## config.mk

```make
export PLATFORM = sky130hd
export DESIGN_NAME = hps_io
export DESIGN_NICKNAME = d
export VERILOG_FILES = /design/src/hps_pkg.sv /design/src/hps_cmd_frame.sv /design/src/hps_ctrl_regs.sv /design/src/hps_file_loader.sv /design/src/hps_kbd_decoder.sv /design/src/hps_io.sv
export SDC_FILE = /design/constraint.sdc
export NUM_CORES = 1
export LEC_CHECK = 0
export BUFFER_PORTS_ARGS = -buffer_cell sky130_fd_sc_hd__clkbuf_2
export CAP_MARGIN = 10
export CORE_MARGIN = 1
export CORE_UTILIZATION = 49
export DETAILED_ROUTE_END_ITERATION = 10
export PLACE_DENSITY = 0.77
export SYNTH_ARGS = -nofsm -noshare
export SYNTH_HDL_FRONTEND = slang
export SYNTH_SLANG_ARGS = --single-unit
```

## constraint.sdc

```tcl
create_clock -name clk_sys -period 2.4 [get_ports clk_sys]
set_input_delay 0.12 -clock clk_sys [delete_from_list [all_inputs] [get_ports clk_sys]]
set_output_delay 0.12 -clock clk_sys [all_outputs]
set_load 0.1 [all_outputs]
```

## src/hps_pkg.sv

```systemverilog
// shared widths, host command codes and keyboard sequence constants; imported by the bridge blocks

package hps_pkg;

	//////////////////////////////////////////////////
	// widths
	//////////////////////////////////////////////////

	// one host bus word
	localparam int WORD_W       = 16;

	// saturating data word index within a frame
	localparam int WIDX_W       = 10;

	// characters in the configuration string of this build
	localparam int CONF_STRLEN  = 8;

	// download address and data item
	localparam int IOCTL_ADDR_W = 25;
	localparam int IOCTL_DATA_W = 8;

	// keyboard event word {toggle, pressed, extended, code}
	localparam int KEY_W        = 11;

	//////////////////////////////////////////////////
	// host command codes
	//////////////////////////////////////////////////

	// control registers
	localparam logic [WORD_W-1:0] CMD_CFG         = 16'h0001;
	localparam logic [WORD_W-1:0] CMD_JOY0        = 16'h0002;
	localparam logic [WORD_W-1:0] CMD_JOY1        = 16'h0003;
	localparam logic [WORD_W-1:0] CMD_KBD         = 16'h0005;
	localparam logic [WORD_W-1:0] CMD_CONF_STR    = 16'h0014;
	localparam logic [WORD_W-1:0] CMD_JOY_ANALOG  = 16'h001A;
	localparam logic [WORD_W-1:0] CMD_STATUS      = 16'h001E;

	// file download
	localparam logic [WORD_W-1:0] CMD_FILE_TX     = 16'h0053;
	localparam logic [WORD_W-1:0] CMD_FILE_TX_DAT = 16'h0054;
	localparam logic [WORD_W-1:0] CMD_FILE_INDEX  = 16'h0055;
	localparam logic [WORD_W-1:0] CMD_FILE_INFO   = 16'h0056;

	//////////////////////////////////////////////////
	// keyboard special sequences
	//////////////////////////////////////////////////

	// newest byte sits in bits 7:0 of the history
	localparam logic [31:0] KEY_PRNSCR_MAKE  = 32'hE012_E07C;
	localparam logic [31:0] KEY_PRNSCR_BREAK = 32'h7CE0_F012;

	// last four bytes of the pause sequence
	// pause sends no break code
	localparam logic [31:0] KEY_PAUSE_MAKE   = 32'hF014_F077;

	// replacement {pressed, extended, code} for the sequences above
	localparam logic [9:0]  KEY_PRNSCR_CODE  = 10'h37C;
	localparam logic [9:0]  KEY_PAUSE_CODE   = 10'h377;

	// scancode prefixes
	localparam logic [7:0]  KEY_BREAK_PREFIX = 8'hF0;
	localparam logic [7:0]  KEY_EXT_PREFIX   = 8'hE0;

endpackage

```

## src/hps_cmd_frame.sv

```systemverilog
// host frame tracker; latches the command word, numbers the data words and flags the frame end
`timescale 1ns/1ps

module hps_cmd_frame (
	input  logic                       clk_sys,
	input  logic                       arst_n,
	input  logic                       io_enable,
	input  logic                       io_strobe,
	input  logic [hps_pkg::WORD_W-1:0] io_din,
	output logic [hps_pkg::WORD_W-1:0] cmd,
	output logic [hps_pkg::WIDX_W-1:0] word_idx,
	output logic                       data_stb,
	output logic                       frame_end
);
	import hps_pkg::*;

	// set by the first strobe of a frame
	logic have_cmd;
	logic enable_d;

	//////////////////////////////////////////////////
	// command latch and word counter
	//////////////////////////////////////////////////

	always_ff @(posedge clk_sys or negedge arst_n) begin
		if (!arst_n) begin
			have_cmd <= 1'b0;
			cmd      <= '0;
			word_idx <= '0;
		end else if (!io_enable) begin
			have_cmd <= 1'b0;
			word_idx <= '0;
			// keep the command through the frame_end cycle
			if (!enable_d)
				cmd <= '0;
		end else if (io_strobe) begin
			if (!have_cmd) begin
				have_cmd <= 1'b1;
				cmd      <= io_din;
				// the next strobe is data word 1
				word_idx <= WIDX_W'(1);
			end else if (~&word_idx) begin
				word_idx <= word_idx + 1'b1;
			end
		end
	end

	// every strobe after the command word
	assign data_stb = io_enable & io_strobe & have_cmd;

	//////////////////////////////////////////////////
	// end of frame
	//////////////////////////////////////////////////

	always_ff @(posedge clk_sys or negedge arst_n) begin
		if (!arst_n) begin
			enable_d  <= 1'b0;
			frame_end <= 1'b0;
		end else begin
			enable_d  <= io_enable;
			frame_end <= enable_d & ~io_enable;
		end
	end

endmodule

```

## src/hps_ctrl_regs.sv

```systemverilog
// control register block for buttons, joysticks and status, with configuration string readback
`timescale 1ns/1ps

module hps_ctrl_regs (
	input  logic                              clk_sys,
	input  logic                              arst_n,
	input  logic                              io_enable,
	input  logic [hps_pkg::WORD_W-1:0]        cmd,
	input  logic [hps_pkg::WIDX_W-1:0]        word_idx,
	input  logic                              data_stb,
	input  logic [hps_pkg::WORD_W-1:0]        io_din,
	input  logic [8*hps_pkg::CONF_STRLEN-1:0] conf_str,
	output logic [hps_pkg::WORD_W-1:0]        io_dout,
	output logic [1:0]                        buttons,
	output logic                              forced_scandoubler,
	output logic [hps_pkg::WORD_W-1:0]        joystick_0,
	output logic [hps_pkg::WORD_W-1:0]        joystick_1,
	output logic [hps_pkg::WORD_W-1:0]        joystick_analog_0,
	output logic [hps_pkg::WORD_W-1:0]        joystick_analog_1,
	output logic [31:0]                       status
);
	import hps_pkg::*;

	// analog stick chosen by word 1 with one bit per stick
	logic [1:0] stick_sel;

	// byte position of the requested character with the first character on top
	logic [WIDX_W-1:0] char_pos;

	assign char_pos = WIDX_W'(CONF_STRLEN) - word_idx;

	//////////////////////////////////////////////////
	// register writes
	//////////////////////////////////////////////////

	always_ff @(posedge clk_sys or negedge arst_n) begin
		if (!arst_n) begin
			buttons            <= '0;
			forced_scandoubler <= 1'b0;
			joystick_0         <= '0;
			joystick_1         <= '0;
			joystick_analog_0  <= '0;
			joystick_analog_1  <= '0;
			status             <= '0;
			stick_sel          <= '0;
		end else if (data_stb) begin
			case (cmd)
				CMD_CFG: begin
					// bits 2, 3 and 5 belong to the system top
					buttons            <= io_din[1:0];
					forced_scandoubler <= io_din[4];
				end
				CMD_JOY0: joystick_0 <= io_din;
				CMD_JOY1: joystick_1 <= io_din;
				CMD_JOY_ANALOG: begin
					if (word_idx == WIDX_W'(1)) begin
						stick_sel[0] <= (io_din == WORD_W'(0));
						stick_sel[1] <= (io_din == WORD_W'(1));
					end
					if (word_idx == WIDX_W'(2)) begin
						if (stick_sel[0])
							joystick_analog_0 <= io_din;
						if (stick_sel[1])
							joystick_analog_1 <= io_din;
					end
				end
				CMD_STATUS: begin
					// low half first
					if (word_idx == WIDX_W'(1))
						status[15:0] <= io_din;
					else if (word_idx == WIDX_W'(2))
						status[31:16] <= io_din;
				end
				default: ;
			endcase
		end
	end

	//////////////////////////////////////////////////
	// readback
	//////////////////////////////////////////////////

	always_ff @(posedge clk_sys or negedge arst_n) begin
		if (!arst_n) begin
			io_dout <= '0;
		end else if (!io_enable) begin
			io_dout <= '0;
		end else if (data_stb) begin
			io_dout <= '0;
			if (cmd == CMD_CONF_STR && word_idx <= WIDX_W'(CONF_STRLEN))
				io_dout[7:0] <= conf_str[char_pos*8 +: 8];
		end
	end

endmodule

```

## src/hps_file_loader.sv

```systemverilog
// file download control; turns host download frames into indexed byte writes for the core
`timescale 1ns/1ps

module hps_file_loader (
	input  logic                             clk_sys,
	input  logic                             arst_n,
	input  logic [hps_pkg::WORD_W-1:0]       cmd,
	input  logic [hps_pkg::WIDX_W-1:0]       word_idx,
	input  logic                             data_stb,
	input  logic [hps_pkg::WORD_W-1:0]       io_din,
	output logic                             ioctl_download,
	output logic [7:0]                       ioctl_index,
	output logic [31:0]                      ioctl_file_ext,
	output logic [hps_pkg::IOCTL_ADDR_W-1:0] ioctl_addr,
	output logic [hps_pkg::IOCTL_DATA_W-1:0] ioctl_dout,
	output logic                             ioctl_wr
);
	import hps_pkg::*;

	// next byte address and also the count of bytes written so far
	logic [IOCTL_ADDR_W-1:0] addr;

	// first stage of the write pulse
	logic wr_req;

	//////////////////////////////////////////////////
	// download control
	//////////////////////////////////////////////////

	always_ff @(posedge clk_sys or negedge arst_n) begin
		if (!arst_n) begin
			ioctl_download <= 1'b0;
			ioctl_index    <= '0;
			ioctl_file_ext <= '0;
			ioctl_addr     <= '0;
			ioctl_dout     <= '0;
			addr           <= '0;
			wr_req         <= 1'b0;
		end else begin
			wr_req <= 1'b0;
			if (data_stb) begin
				case (cmd)
					CMD_FILE_INFO: begin
						// extension arrives upper half first
						if (word_idx == WIDX_W'(1))
							ioctl_file_ext[31:16] <= io_din;
						else if (word_idx == WIDX_W'(2))
							ioctl_file_ext[15:0] <= io_din;
					end
					CMD_FILE_INDEX: ioctl_index <= io_din[7:0];
					CMD_FILE_TX: begin
						if (io_din[7:0] != 8'h00) begin
							addr           <= '0;
							ioctl_download <= 1'b1;
						end else begin
							// final byte count
							ioctl_addr     <= addr;
							ioctl_download <= 1'b0;
						end
					end
					CMD_FILE_TX_DAT: begin
						ioctl_addr <= addr;
						ioctl_dout <= io_din[IOCTL_DATA_W-1:0];
						wr_req     <= 1'b1;
						addr       <= addr + 1'b1;
					end
					default: ;
				endcase
			end
		end
	end

	//////////////////////////////////////////////////
	// write strobe
	//////////////////////////////////////////////////

	// address and data settle one cycle ahead of the pulse
	always_ff @(posedge clk_sys or negedge arst_n) begin
		if (!arst_n)
			ioctl_wr <= 1'b0;
		else
			ioctl_wr <= wr_req;
	end

endmodule

```

## src/hps_kbd_decoder.sv

```systemverilog
// keyboard event decoder; folds the scancode bytes of a frame into the ps2_key event word
`timescale 1ns/1ps

module hps_kbd_decoder (
	input  logic                       clk_sys,
	input  logic                       arst_n,
	input  logic [hps_pkg::WORD_W-1:0] cmd,
	input  logic [hps_pkg::WIDX_W-1:0] word_idx,
	input  logic                       data_stb,
	input  logic                       frame_end,
	input  logic [hps_pkg::WORD_W-1:0] io_din,
	output logic [hps_pkg::KEY_W-1:0]  ps2_key
);
	import hps_pkg::*;

	// last four scancode bytes with the newest in the low byte
	logic [31:0] key_raw;
	// frame holds a word that is not a scancode
	logic        skip;
	logic        no_code;
	logic        pressed;
	logic        extended;
	logic [9:0]  key_code;

	assign no_code = &io_din[WORD_W-1:8];

	//////////////////////////////////////////////////
	// byte history
	//////////////////////////////////////////////////

	always_ff @(posedge clk_sys or negedge arst_n) begin
		if (!arst_n) begin
			key_raw <= '0;
			skip    <= 1'b0;
		end else if (data_stb && cmd == CMD_KBD) begin
			if (word_idx == WIDX_W'(1)) begin
				// new frame starts from an empty history
				skip    <= no_code;
				key_raw <= no_code ? 32'h0 : {24'h0, io_din[7:0]};
			end else if (no_code) begin
				skip <= 1'b1;
			end else if (!skip) begin
				key_raw <= {key_raw[23:0], io_din[7:0]};
			end
		end
	end

	//////////////////////////////////////////////////
	// event word
	//////////////////////////////////////////////////

	assign pressed  = (key_raw[15:8] != KEY_BREAK_PREFIX);
	// a break code pushes the E0 prefix one byte further back
	assign extended = pressed ? (key_raw[15:8] == KEY_EXT_PREFIX) :
	                            (key_raw[23:16] == KEY_EXT_PREFIX);

	always_comb begin
		key_code = {pressed, extended, key_raw[7:0]};
		if (key_raw == KEY_PRNSCR_MAKE)
			key_code = KEY_PRNSCR_CODE;
		else if (key_raw == KEY_PRNSCR_BREAK)
			key_code = {1'b0, KEY_PRNSCR_CODE[8:0]};
		else if (key_raw == KEY_PAUSE_MAKE)
			key_code = KEY_PAUSE_CODE;
	end

	always_ff @(posedge clk_sys or negedge arst_n) begin
		if (!arst_n)
			ps2_key <= '0;
		else if (frame_end && cmd == CMD_KBD && !skip)
			ps2_key <= {~ps2_key[KEY_W-1], key_code};
	end

endmodule

```

## src/hps_io.sv

```systemverilog
// top of the host-to-core command bridge; connects the frame tracker to the function blocks
`timescale 1ns/1ps

module hps_io (
	input  logic                              clk_sys,
	input  logic                              arst_n,

	// host bus
	input  logic                              io_enable,
	input  logic                              io_strobe,
	input  logic [hps_pkg::WORD_W-1:0]        io_din,
	output logic [hps_pkg::WORD_W-1:0]        io_dout,
	output logic                              io_wait,

	input  logic [8*hps_pkg::CONF_STRLEN-1:0] conf_str,

	// control registers
	output logic [1:0]                        buttons,
	output logic                              forced_scandoubler,
	output logic [hps_pkg::WORD_W-1:0]        joystick_0,
	output logic [hps_pkg::WORD_W-1:0]        joystick_1,
	output logic [hps_pkg::WORD_W-1:0]        joystick_analog_0,
	output logic [hps_pkg::WORD_W-1:0]        joystick_analog_1,
	output logic [31:0]                       status,

	// download to the core
	output logic                              ioctl_download,
	output logic [7:0]                        ioctl_index,
	output logic [31:0]                       ioctl_file_ext,
	output logic [hps_pkg::IOCTL_ADDR_W-1:0]  ioctl_addr,
	output logic [hps_pkg::IOCTL_DATA_W-1:0]  ioctl_dout,
	output logic                              ioctl_wr,
	input  logic                              ioctl_wait,

	// {toggle, pressed, extended, code}
	output logic [hps_pkg::KEY_W-1:0]         ps2_key
);
	import hps_pkg::*;

	logic [WORD_W-1:0] cmd;
	logic [WIDX_W-1:0] word_idx;
	logic              data_stb;
	logic              frame_end;

	// the host polls this to pace the download
	assign io_wait = ioctl_wait;

	hps_cmd_frame u_frame (
		.clk_sys   (clk_sys),
		.arst_n    (arst_n),
		.io_enable (io_enable),
		.io_strobe (io_strobe),
		.io_din    (io_din),
		.cmd       (cmd),
		.word_idx  (word_idx),
		.data_stb  (data_stb),
		.frame_end (frame_end)
	);

	hps_ctrl_regs u_regs (
		.clk_sys            (clk_sys),
		.arst_n             (arst_n),
		.io_enable          (io_enable),
		.cmd                (cmd),
		.word_idx           (word_idx),
		.data_stb           (data_stb),
		.io_din             (io_din),
		.conf_str           (conf_str),
		.io_dout            (io_dout),
		.buttons            (buttons),
		.forced_scandoubler (forced_scandoubler),
		.joystick_0         (joystick_0),
		.joystick_1         (joystick_1),
		.joystick_analog_0  (joystick_analog_0),
		.joystick_analog_1  (joystick_analog_1),
		.status             (status)
	);

	hps_file_loader u_loader (
		.clk_sys        (clk_sys),
		.arst_n         (arst_n),
		.cmd            (cmd),
		.word_idx       (word_idx),
		.data_stb       (data_stb),
		.io_din         (io_din),
		.ioctl_download (ioctl_download),
		.ioctl_index    (ioctl_index),
		.ioctl_file_ext (ioctl_file_ext),
		.ioctl_addr     (ioctl_addr),
		.ioctl_dout     (ioctl_dout),
		.ioctl_wr       (ioctl_wr)
	);

	hps_kbd_decoder u_kbd (
		.clk_sys   (clk_sys),
		.arst_n    (arst_n),
		.cmd       (cmd),
		.word_idx  (word_idx),
		.data_stb  (data_stb),
		.frame_end (frame_end),
		.io_din    (io_din),
		.ps2_key   (ps2_key)
	);

endmodule

```

# Yosys cells after proc, flatten, opt, wreduce, memory -nomap -nowiden
# Cells that the tools add are included.
[word_totals]
word_cells = 127
inputBits = 85
ff_bits = 291
out_inout_bits = 202
[classes]
shift = 1
reduce_logical = 30
n_lt_le_gt_ge = 1
n_eq_ne = 29
addsub = 3
bitwise = 6
mux = 30
[op_table]
columns = ["operator", "count"]
rows = [
  ["$pmux W25 S2", 2],
  ["$mux W16", 6],
  ["$mux W32", 3],
  ["$mux W10", 7],
  ["$eq A16 B7 Y1 const B", 4],
  ["$eq A32 B32 Y1 const B", 2],
  ["$shiftx A64 B14 Y8", 1],
  ["$mux W25", 2],
  ["$eq A16 B5 Y1 const B", 3],
  ["$eq A16 B1 Y1 const B", 2],
  ["$eq A16 B2 Y1 const B", 2],
  ["$eq A32 B31 Y1 const B", 1],
  ["$add A25 B1 Y25 const B", 1],
  ["$reduce_and A3 Y1", 7],
  ["$eq A16 B3 Y1 const B", 1],
  ["$eq A8 B8 Y1 const B", 2],
  ["$logic_not A16 Y1", 1],
  ["$mux W8", 2],
  ["$reduce_and A2 Y1", 8],
  ["$reduce_and A4 Y1", 4],
  ["$add A10 B1 Y10 const B", 1],
  ["$eq A10 B1 Y1 const B", 1],
  ["$eq A10 B2 Y1 const B", 1],
  ["$le A10 B4 Y1 const B", 1],
  ["14 further kinds", 35],
]

# Depth between registers and ports, before layout
# Gate-level depths: netlist of run 1.
[depth]
depth_word = 5
ltp_mapped = 8
mapped_depth_nobuf = 6

# Cells and area by module
# A second synthesis of run 1 with hierarchy kept.
[unflattened]
hier_cells = 994
area_unflattened_um2 = 12819.8
[by_module_without_submodules]
columns = ["module", "area_per_inst_um2", "cells_each", "seq_area_each_um2", "instances"]
rows = [
  ["hps_ctrl_regs", 5029.8, 322, 2727.6, 1],
  ["hps_file_loader", 4508.1, 368, 2527.4, 1],
  ["hps_kbd_decoder", 1939.4, 163, 1101.1, 1],
  ["hps_cmd_frame", 1335.0, 140, 725.7, 1],
  ["hps_io", 7.5, 1, 0.0, 1],
]

# Worst setup path before layout of run 1
# No wires, ideal clock.
[synth_path]
kind = "reg2reg"
startpoint = "register u_frame.word_idx[0] in the netlist's numbering"
endpoint = "register u_regs.io_dout[4] in the netlist's numbering"
stages_incl_launch_ff = 9
slack_ps = -160
required_time_ps = 2269
path_buffers = 3
arrival_time_ps = 2428
period_less_slack_ps = 2560
setup_time_ps = 131
path_cell_list = "dfrtp_1 > buf_1 > inv_1 > ha_1 > clkbuf_1 > clkbuf_1 > mux4_2 > mux2i_1 > o21ai_0"
[synth_between]
elab_chain_cells = 5
word_cells_on_any_way = 7
classes_between = "add/sub: 1; order compare: 1; shift: 1; mux: 3; reduce/logical: 1"
[synth_rtl]
columns = ["element", "line_no", "text"]
rows = [
  ["start, declared", "hps_cmd_frame.sv:11", "output logic [hps_pkg::WIDX_W-1:0] word_idx,"],
  ["start signal, assigned", "hps_cmd_frame.sv:43", "word_idx <= word_idx + 1'b1;"],
  ["$sub A4 B10 Y10 / $le A10 B4 Y1 (equally long branches)", "hps_ctrl_regs.sv:30, hps_ctrl_regs.sv:90", ""],
  ["$shiftx A64 B14 Y8 / $logic_and A1 B1 Y1 (equally long branches)", "hps_ctrl_regs.sv:91, hps_ctrl_regs.sv:90", ""],
  ["$mux W8 (*)", "hps_ctrl_regs.sv:90", "if (cmd == CMD_CONF_STR && word_idx <= WIDX_W'(CONF_STRLEN))"],
  ["$mux W16 (*)", "hps_ctrl_regs.sv:88", "end else if (data_stb) begin"],
  ["$mux W16 (*)", "hps_ctrl_regs.sv:86", "end else if (!io_enable) begin"],
  ["end, declared", "hps_ctrl_regs.sv:13", "output logic [hps_pkg::WORD_W-1:0] io_dout,"],
]
# Mark *: on every way between the ends. The rest lies on a longest branch, timed or not. The select of a mux whose other input is x is not followed.
# A chain may end at the register's enable or synchronous reset.

# Worst setup path after layout of run 1
[layout_path]
startpoint = "register u_frame.cmd[13] in the netlist's numbering"
endpoint = "register u_regs.status[20]"
[layout_between]
elab_chain_cells = 2
[layout_rtl]
columns = ["element", "line_no", "text"]
rows = [
  ["start, declared", "hps_cmd_frame.sv:10", "output logic [hps_pkg::WORD_W-1:0] cmd,"],
  ["start signal, assigned", "hps_cmd_frame.sv:39", "cmd <= io_din;"],
  ["$eq A16 B5 Y1", "hps_ctrl_regs.sv:47", "case (cmd)"],
  ["$reduce_and A4 Y1 (no line)", "-", ""],
  ["end signal, assigned", "hps_ctrl_regs.sv:72", "status[31:16] <= io_din;"],
  ["end, declared", "hps_ctrl_regs.sv:20", "output logic [31:0] status"],
]
# No other way between the ends.

==> results.ini, run 1 <==
[timing]
slew-limit-headroom_pct = 60.3
max_freq_mhz = 423
setup_viol = 0
finalHoldViolations = 0
slew_viol_final = 0
rsz0062_at_grt = yes
tns_ps = 0
period_share_pct = 98.6
worst_slack_ps = 33.6
fin_crit_ps = 2370
fin_skew_ps = 14.7
worst-slew-pin-transition_ps = 593

[synthesis]
synth_cell_types = 69
synth-edff-count = 0
synthCells = 986
synth_ff_type = dfrtp_1
ys_seq_area_share_pct = 57.0
async_reset_ff_share_pct = 100
yosys_warnings = 0
syn_avg_cell_area_um2 = 12.6
synth-seq-cells = 283
syn_area_um2 = 12400

[placed_design]
dp_hpwl_um = 22600
globalplace.congestion = 0.882
portBuffers = 276
dp_slack_ps = 3.75

[clocking]
htree_levels = 1
clk_pin_slew_ps = 60
cts.path.max_buffers = 3
tritoncts = built
cts_buffers = 29
cts_root_buf = clkbuf_16
clk_latency_ps = 550
cts.sinks = 283

[global_routing]
grt_max_degree = 69
grt_pass1_wl_um = 51800
grt_overflow = 0
antenna_found_initial = 0
grt_util_all_layers_pct = 25.3
grt_pass1_vias = 9477

[power_and_ir_drop]
combPwrFrac_pct = 7.5
sequentialPowerShare_pct = 47.3
leakagePower_uw = 0.00808
intPower_uw = 7860
power_uw = 10300
swShare_pct = 23.6
clkPwrFrac_pct = 45.2
p_sw_uw = 2420
peakVddDrop_mv = 0.560
p_per_area_nw_per_um2 = 657

[routing]
viasPerCell = 5.55
drc = 0
wl_um = 32400
first_iter_violations = 679
num_vias = 9123
postRouteAntennaNets = 0
routedWlPerCell_um = 19.7
dr.pass1.iters = 5

[cells_and_area]
final_nets = 1388
antenna-diode-count = 0
syn_to_final_growth_pct = 26.1
drive_gt1_share_pct = 46.8

[status]
outcome = complete, no violations

[setup_path]
crit_buf_inv = 1
cp_data_arrival_time_ps = 2800
critPathSlowestCell = or4_4
path_class = register to register
crit_path_end_kind = register
start_kind = register
worstPathMaxFanout = 16
cpPeakStageDelay_ps = 580
required_ps = 2830
cp_top_family = simple AND/OR/NAND/NOR gates
path_cells = or4_4 -> nor4_4 -> nand3_2 -> nor3_4 -> buf_12 -> mux2_2

[die]
die_w_um = 161
io_pins = 287
start_util_pct = 50.5
core_area_um2 = 24600
die_area_um2 = 26000
rows = 57
dieHeight_um = 161

[min_path]
hp-class = input pin to register

[run]
maxCapViolations = 0

[through the flow]
stage | area [µm²] | instances | utilization, % | hold slack [ps]
after floorplan | 12400 | 993 | - | -176
after global placement | 14500 | 1580 | 59.0 | 114
after detailed placement | 14500 | 1580 | 59.0 | 117
after CTS | 15600 | 1640 | 63.3 | 1.94
after global routing | 15700 | 1645 | 63.6 | 22.1
final | 15700 | 1645 | 63.6 | 24.8
[flip-flops by register name, indices dropped and copies added, names as in the netlist, 2 cells and up]
register	count
u_regs.status	32
u_frame.cmd	16
u_kbd.key_raw	32
u_regs.joystick_0	16
u_regs.buttons	2
u_regs.joystick_analog_0	16
u_kbd.ps2_key	11
u_loader.ioctl_index	8
u_regs.io_dout	8
u_regs.stick_sel	2
u_loader.ioctl_dout	8
u_regs.joystick_analog_1	16
u_loader.ioctl_addr	25
u_frame.word_idx	10
u_loader.ioctl_file_ext	32
u_loader.addr	25
u_regs.joystick_1	16
[Yosys cell counts (3+ instances only)]
cell,number,area (µm²)
nor2b_1,4,25.0
inv_1,15,56.3
xor2_1,4,35.0
buf_4,11,82.6
nand3b_1,4,30.0
or3_1,5,31.3
mux2_2,161,1810
mux2_1,6,67.6
ha_1,5,62.6
o21ai_0,36,180
a21oi_1,9,45.0
a31oi_1,4,25.0
a22o_2,20,200
a22o_1,4,35.0
nand2_1,100,375
nor4_4,4,85.1
nand4_1,13,81.3
nand2b_1,3,18.8
mux2i_1,8,80.1
mux4_2,16,360
nor4_1,14,87.6
or4_1,13,97.6
o31ai_1,4,30.0
xnor2_1,21,184
and4_1,7,61.3
clkbuf_1,43,161
dfrtp_1,283,7080
buf_6,5,56.3
nand3_1,36,180
nor4bb_1,3,30.0
nor3_1,17,85.1
or4b_2,3,30.0
nor2_1,46,173
and3_1,10,62.6
buf_2,9,45.0
[area by class of cell]
cell class	instances	area, µm²
inverter	15	56.3
sequential	283	7080
clock buffer	39	803
fill	1900	8950
tap	324	405
clock inverter	15	185
timing repair buffer	344	2130
multi-input combinational	625	5000
[timing repair]
item / in CTS / in global routing
buffers inserted: 0 / 4
hold buffers: 6 / 0
endpoints found under the hold margin: 121 / 0
gates resized for setup: 2 / 6
cloned: 0 / 2
setup endpoints to repair: 2 / 65
pin swaps: 0 / 5
[cell usage in the layout (no fill, tap or decap), types with 9 or more instances in the layout]
master     instances
dfrtp_1          283
clkbuf_2         275
mux2_2           161
nand2_1          100
nor2_1            46
buf_4             45
nand3_1           36
o21ai_0           35
clkbuf_16         30
xnor2_1           21
a22o_2            20
nor3_1            17
mux4_2            16
inv_1             15
buf_12            15
nand4_1           13
or4_1             12
and3_1            10
nor4_1            10
a21oi_1            9
[power by group through the flow]
| stage | Clock [µW] | Combinational, µW | Sequential [µW] |
|---|---|---|---|
| after floorplan | 0 | 361 | 5010 |
| after global placement | 0 | 743 | 4950 |
| after detailed placement | 0 | 758 | 4950 |
| after CTS | 4710 | 769 | 4860 |
| after global routing | 4920 | 832 | 4870 |
| final | 4640 | 770 | 4870 |
[per-layer routing]
| metal | track usage [%] | vias to the layer above | share of wire (%) |
|---|---|---|---|
| li1 | - | 4143 | - |
| met1 | 33.6 | 4614 | 43 |
| met2 | 41.5 | 296 | 48 |
| met3 | 5.91 | 70 | 6.5 |
| met4 | 7.46 | 0 | 2.6 |
| met5 | 0 | - | 0 |
[final timing paths]
path                            startpoint                     endpoint  slack, ps  cells past startpoint
setup / recovery           u_frame.cmd[13]            u_regs.status[20]         30                      6
hold / removal                   io_din[3]               u_frame.cmd[3]         20                      4
setup reg to reg           u_frame.cmd[13]            u_regs.status[20]         30                      6
hold reg to reg            u_loader.wr_req            u_loader.ioctl_wr        360                      0
max in group asynchronous           arst_n      u_loader.ioctl_addr[17]       1520                      3
min in group asynchronous           arst_n  u_regs.joystick_analog_1[8]        120                      2
[logic make-up after synthesis]
family,share of synthesized area (%)
AND/OR/NAND/NOR,13.7
adder cells (fa/ha/maj),0.504
XOR/XNOR,1.76
flip-flops,57.0
other,0.0302
AO/OA/AOI/OAI,4.99
multiplexers,18.7
buffers and inverters,3.29
[worst reg2reg max path: stages (launching register included)]
cell     delay (ps)
dfrtp_1         400
or4_4           580
nor4_4          350
nand3_2         160
nor3_4          220
buf_12          180
mux2_2          350
(Power assumes the default switching activity.)
==> inputs of run 2 (changes only) <==
Settings changed: CORE_ASPECT_RATIO from default to 1.75, CORE_MARGIN 1 to 5.
==> run 2 against run 1 <==
Combinational power is 2% lower. Sequential power is essentially flat. Register-to-register slack about the same. Routed wire length grew 3.9%. Cell count shrank 1.7%. Highest routed layer unchanged.
==> results.ini, run 2 (synthesized netlist as in run 1, its figures left out) <==
[run]
maxCapViolations = 0

[placed_design]
place_area_um2 = 14500
dp_hpwl_um = 24400
portBuffers = 276
globalplace.congestion = 0.965

[clocking]
htree_levels = 1
cts_buffers = 26
cts.path.max_buffers = 3
tritoncts = built
cts_root_buf = clkbuf_16
clk_pin_slew_ps = 70
clk_latency_ps = 540
cts.sinks = 283
cts_setup_buffers = 0

[routing]
postRouteAntennaNets = 0
viasPerCell = 5.60
drc = 0
first_iter_violations = 492
wl_um = 33700
dr.pass1.iters = 7
routedWlPerCell_um = 20.8
num_vias = 9059

[timing]
slew_viol_final = 0
fin_crit_ps = 2370
setup_viol = 0
worst-slew-pin-transition_ps = 653
holdWs_ps = 18.6
max_freq_mhz = 422
period_share_pct = 98.7
rsz0062_at_grt = yes
slew-limit-headroom_pct = 56.2
fin_skew_ps = 16.0
finalHoldViolations = 0

[die]
die_area_um2 = 28700
start_util_pct = 49.4
die_w_um = 130
rows = 77
core_area_um2 = 25100
io_pins = 287
dieHeight_um = 221

[setup_path]
path_cells = or4b_4 -> nor4_4 -> nand3_2 -> nor3_4 -> buf_12 -> mux2_2
r2r.worst_path.cells = 6
path_class = register to register
worstPathMaxFanout = 16
cpPeakStageDelay_ps = 590
start_kind = register
cp_data_arrival_time_ps = 2780
critPathSlowestCell = or4b_4
crit_path_end_kind = register
required_ps = 2810

[cells_and_area]
final_common_cell = dfrtp_1
final_cell_mix = 283 x dfrtp_1, 275 x clkbuf_2, 160 x mux2_2
final_area_um2 = 15400
syn_to_final_growth_pct = 24.0
antenna-diode-count = 0
n_fill_cell = 2011
top_regs = u_kbd.key_raw (32), u_loader.ioctl_file_ext (32), u_regs.status (32)
final_nets = 1373
drive_gt1_share_pct = 45.9

[power_and_ir_drop]
peakVddDrop_mv = 0.635
p_per_area_nw_per_um2 = 637
leakagePower_uw = 0.00795

[global_routing]
grt_pass1_wl_um = 53700
grt_max_degree = 70
grt_overflow = 0
grt_pass1_vias = 9462
grt_util_all_layers_pct = 23.8
antenna_found_initial = 0

[min_path]
hp-class = input pin to register
whs_path_depth = 3

[status]
outcome = complete, no violations

## run 2: critical path: cells and delay by family (launching register included)
kind                   cells  cell delay (ps)
multiplexers               1              340
buffers and inverters      1              190
flip-flops                 1              430
AND/OR/NAND/NOR            4             1280
## run 2: routing by layer
layer  track usage, %  wire (µm)  vias to the layer above
met1             29.0      12600                     4536
met2             41.8      17800                      331
met5                0          0                        -
li1                 -          -                     4104
met4             9.71       1410                        0
met3             3.86       1950                       88
## run 2: per-stage QoR
stage          setup WS, ps  util, %  total power, µW  instances  setup TNS [ps]
2_1_floorplan          48.2        -             5370        993               0
3_3_place_gp           5.94     57.6             5690       1567               0
3_5_place_dp          -29.2     57.6             5710       1567           -29.2
4_1_cts                14.0     61.2             9910       1617               0
5_1_grt               -49.7     61.3            10200       1617            -640
6_report               30.3     61.3             9810       1617               0
## run 2: cell type report
| class | instances | area (µm²) | share of cell area (%) |
|---|---|---|---|
| Clock inverter | 6 | 80.1 | 0.520 |
| Clock buffer | 40 | 785 | 5.09 |
| Timing Repair Buffer | 332 | 2020 | 13.1 |
| Inverter | 15 | 56.3 | 0.366 |
| Multi-Input combinational cell | 625 | 4980 | 32.3 |
| Sequential cell | 283 | 7080 | 46.0 |
| Tap cell | 316 | 395 | 2.57 |
## run 2: final timing paths
kind,endpoint,slack (ps),from
hold reg to reg,u_loader.ioctl_wr,360,u_loader.wr_req
min in group asynchronous,u_regs.joystick_analog_1[13],130,arst_n
max in group asynchronous,u_loader.ioctl_download,1440,arst_n
setup reg to reg,u_regs.status[28],30,u_frame.cmd[5]
setup / recovery,u_regs.status[28],30,u_frame.cmd[5]
hold / removal,u_frame.cmd[10],20,io_din[10]
## run 2: timing repair
item,CTS,global route
resized for setup,1,5
pin swaps,0,2
endpoints found under the hold margin,68,0
hold buffers,4,0
gates cloned,0,0
setup endpoints to repair,1,32
## run 2: power breakdown
| group | internal, µW | switching (µW) |
|---|---|---|
| Combinational | 253 | 503 |
| Sequential | 4810 | 51.4 |
| Clock | 2450 | 1730 |
| Total | 7520 | 2290 |
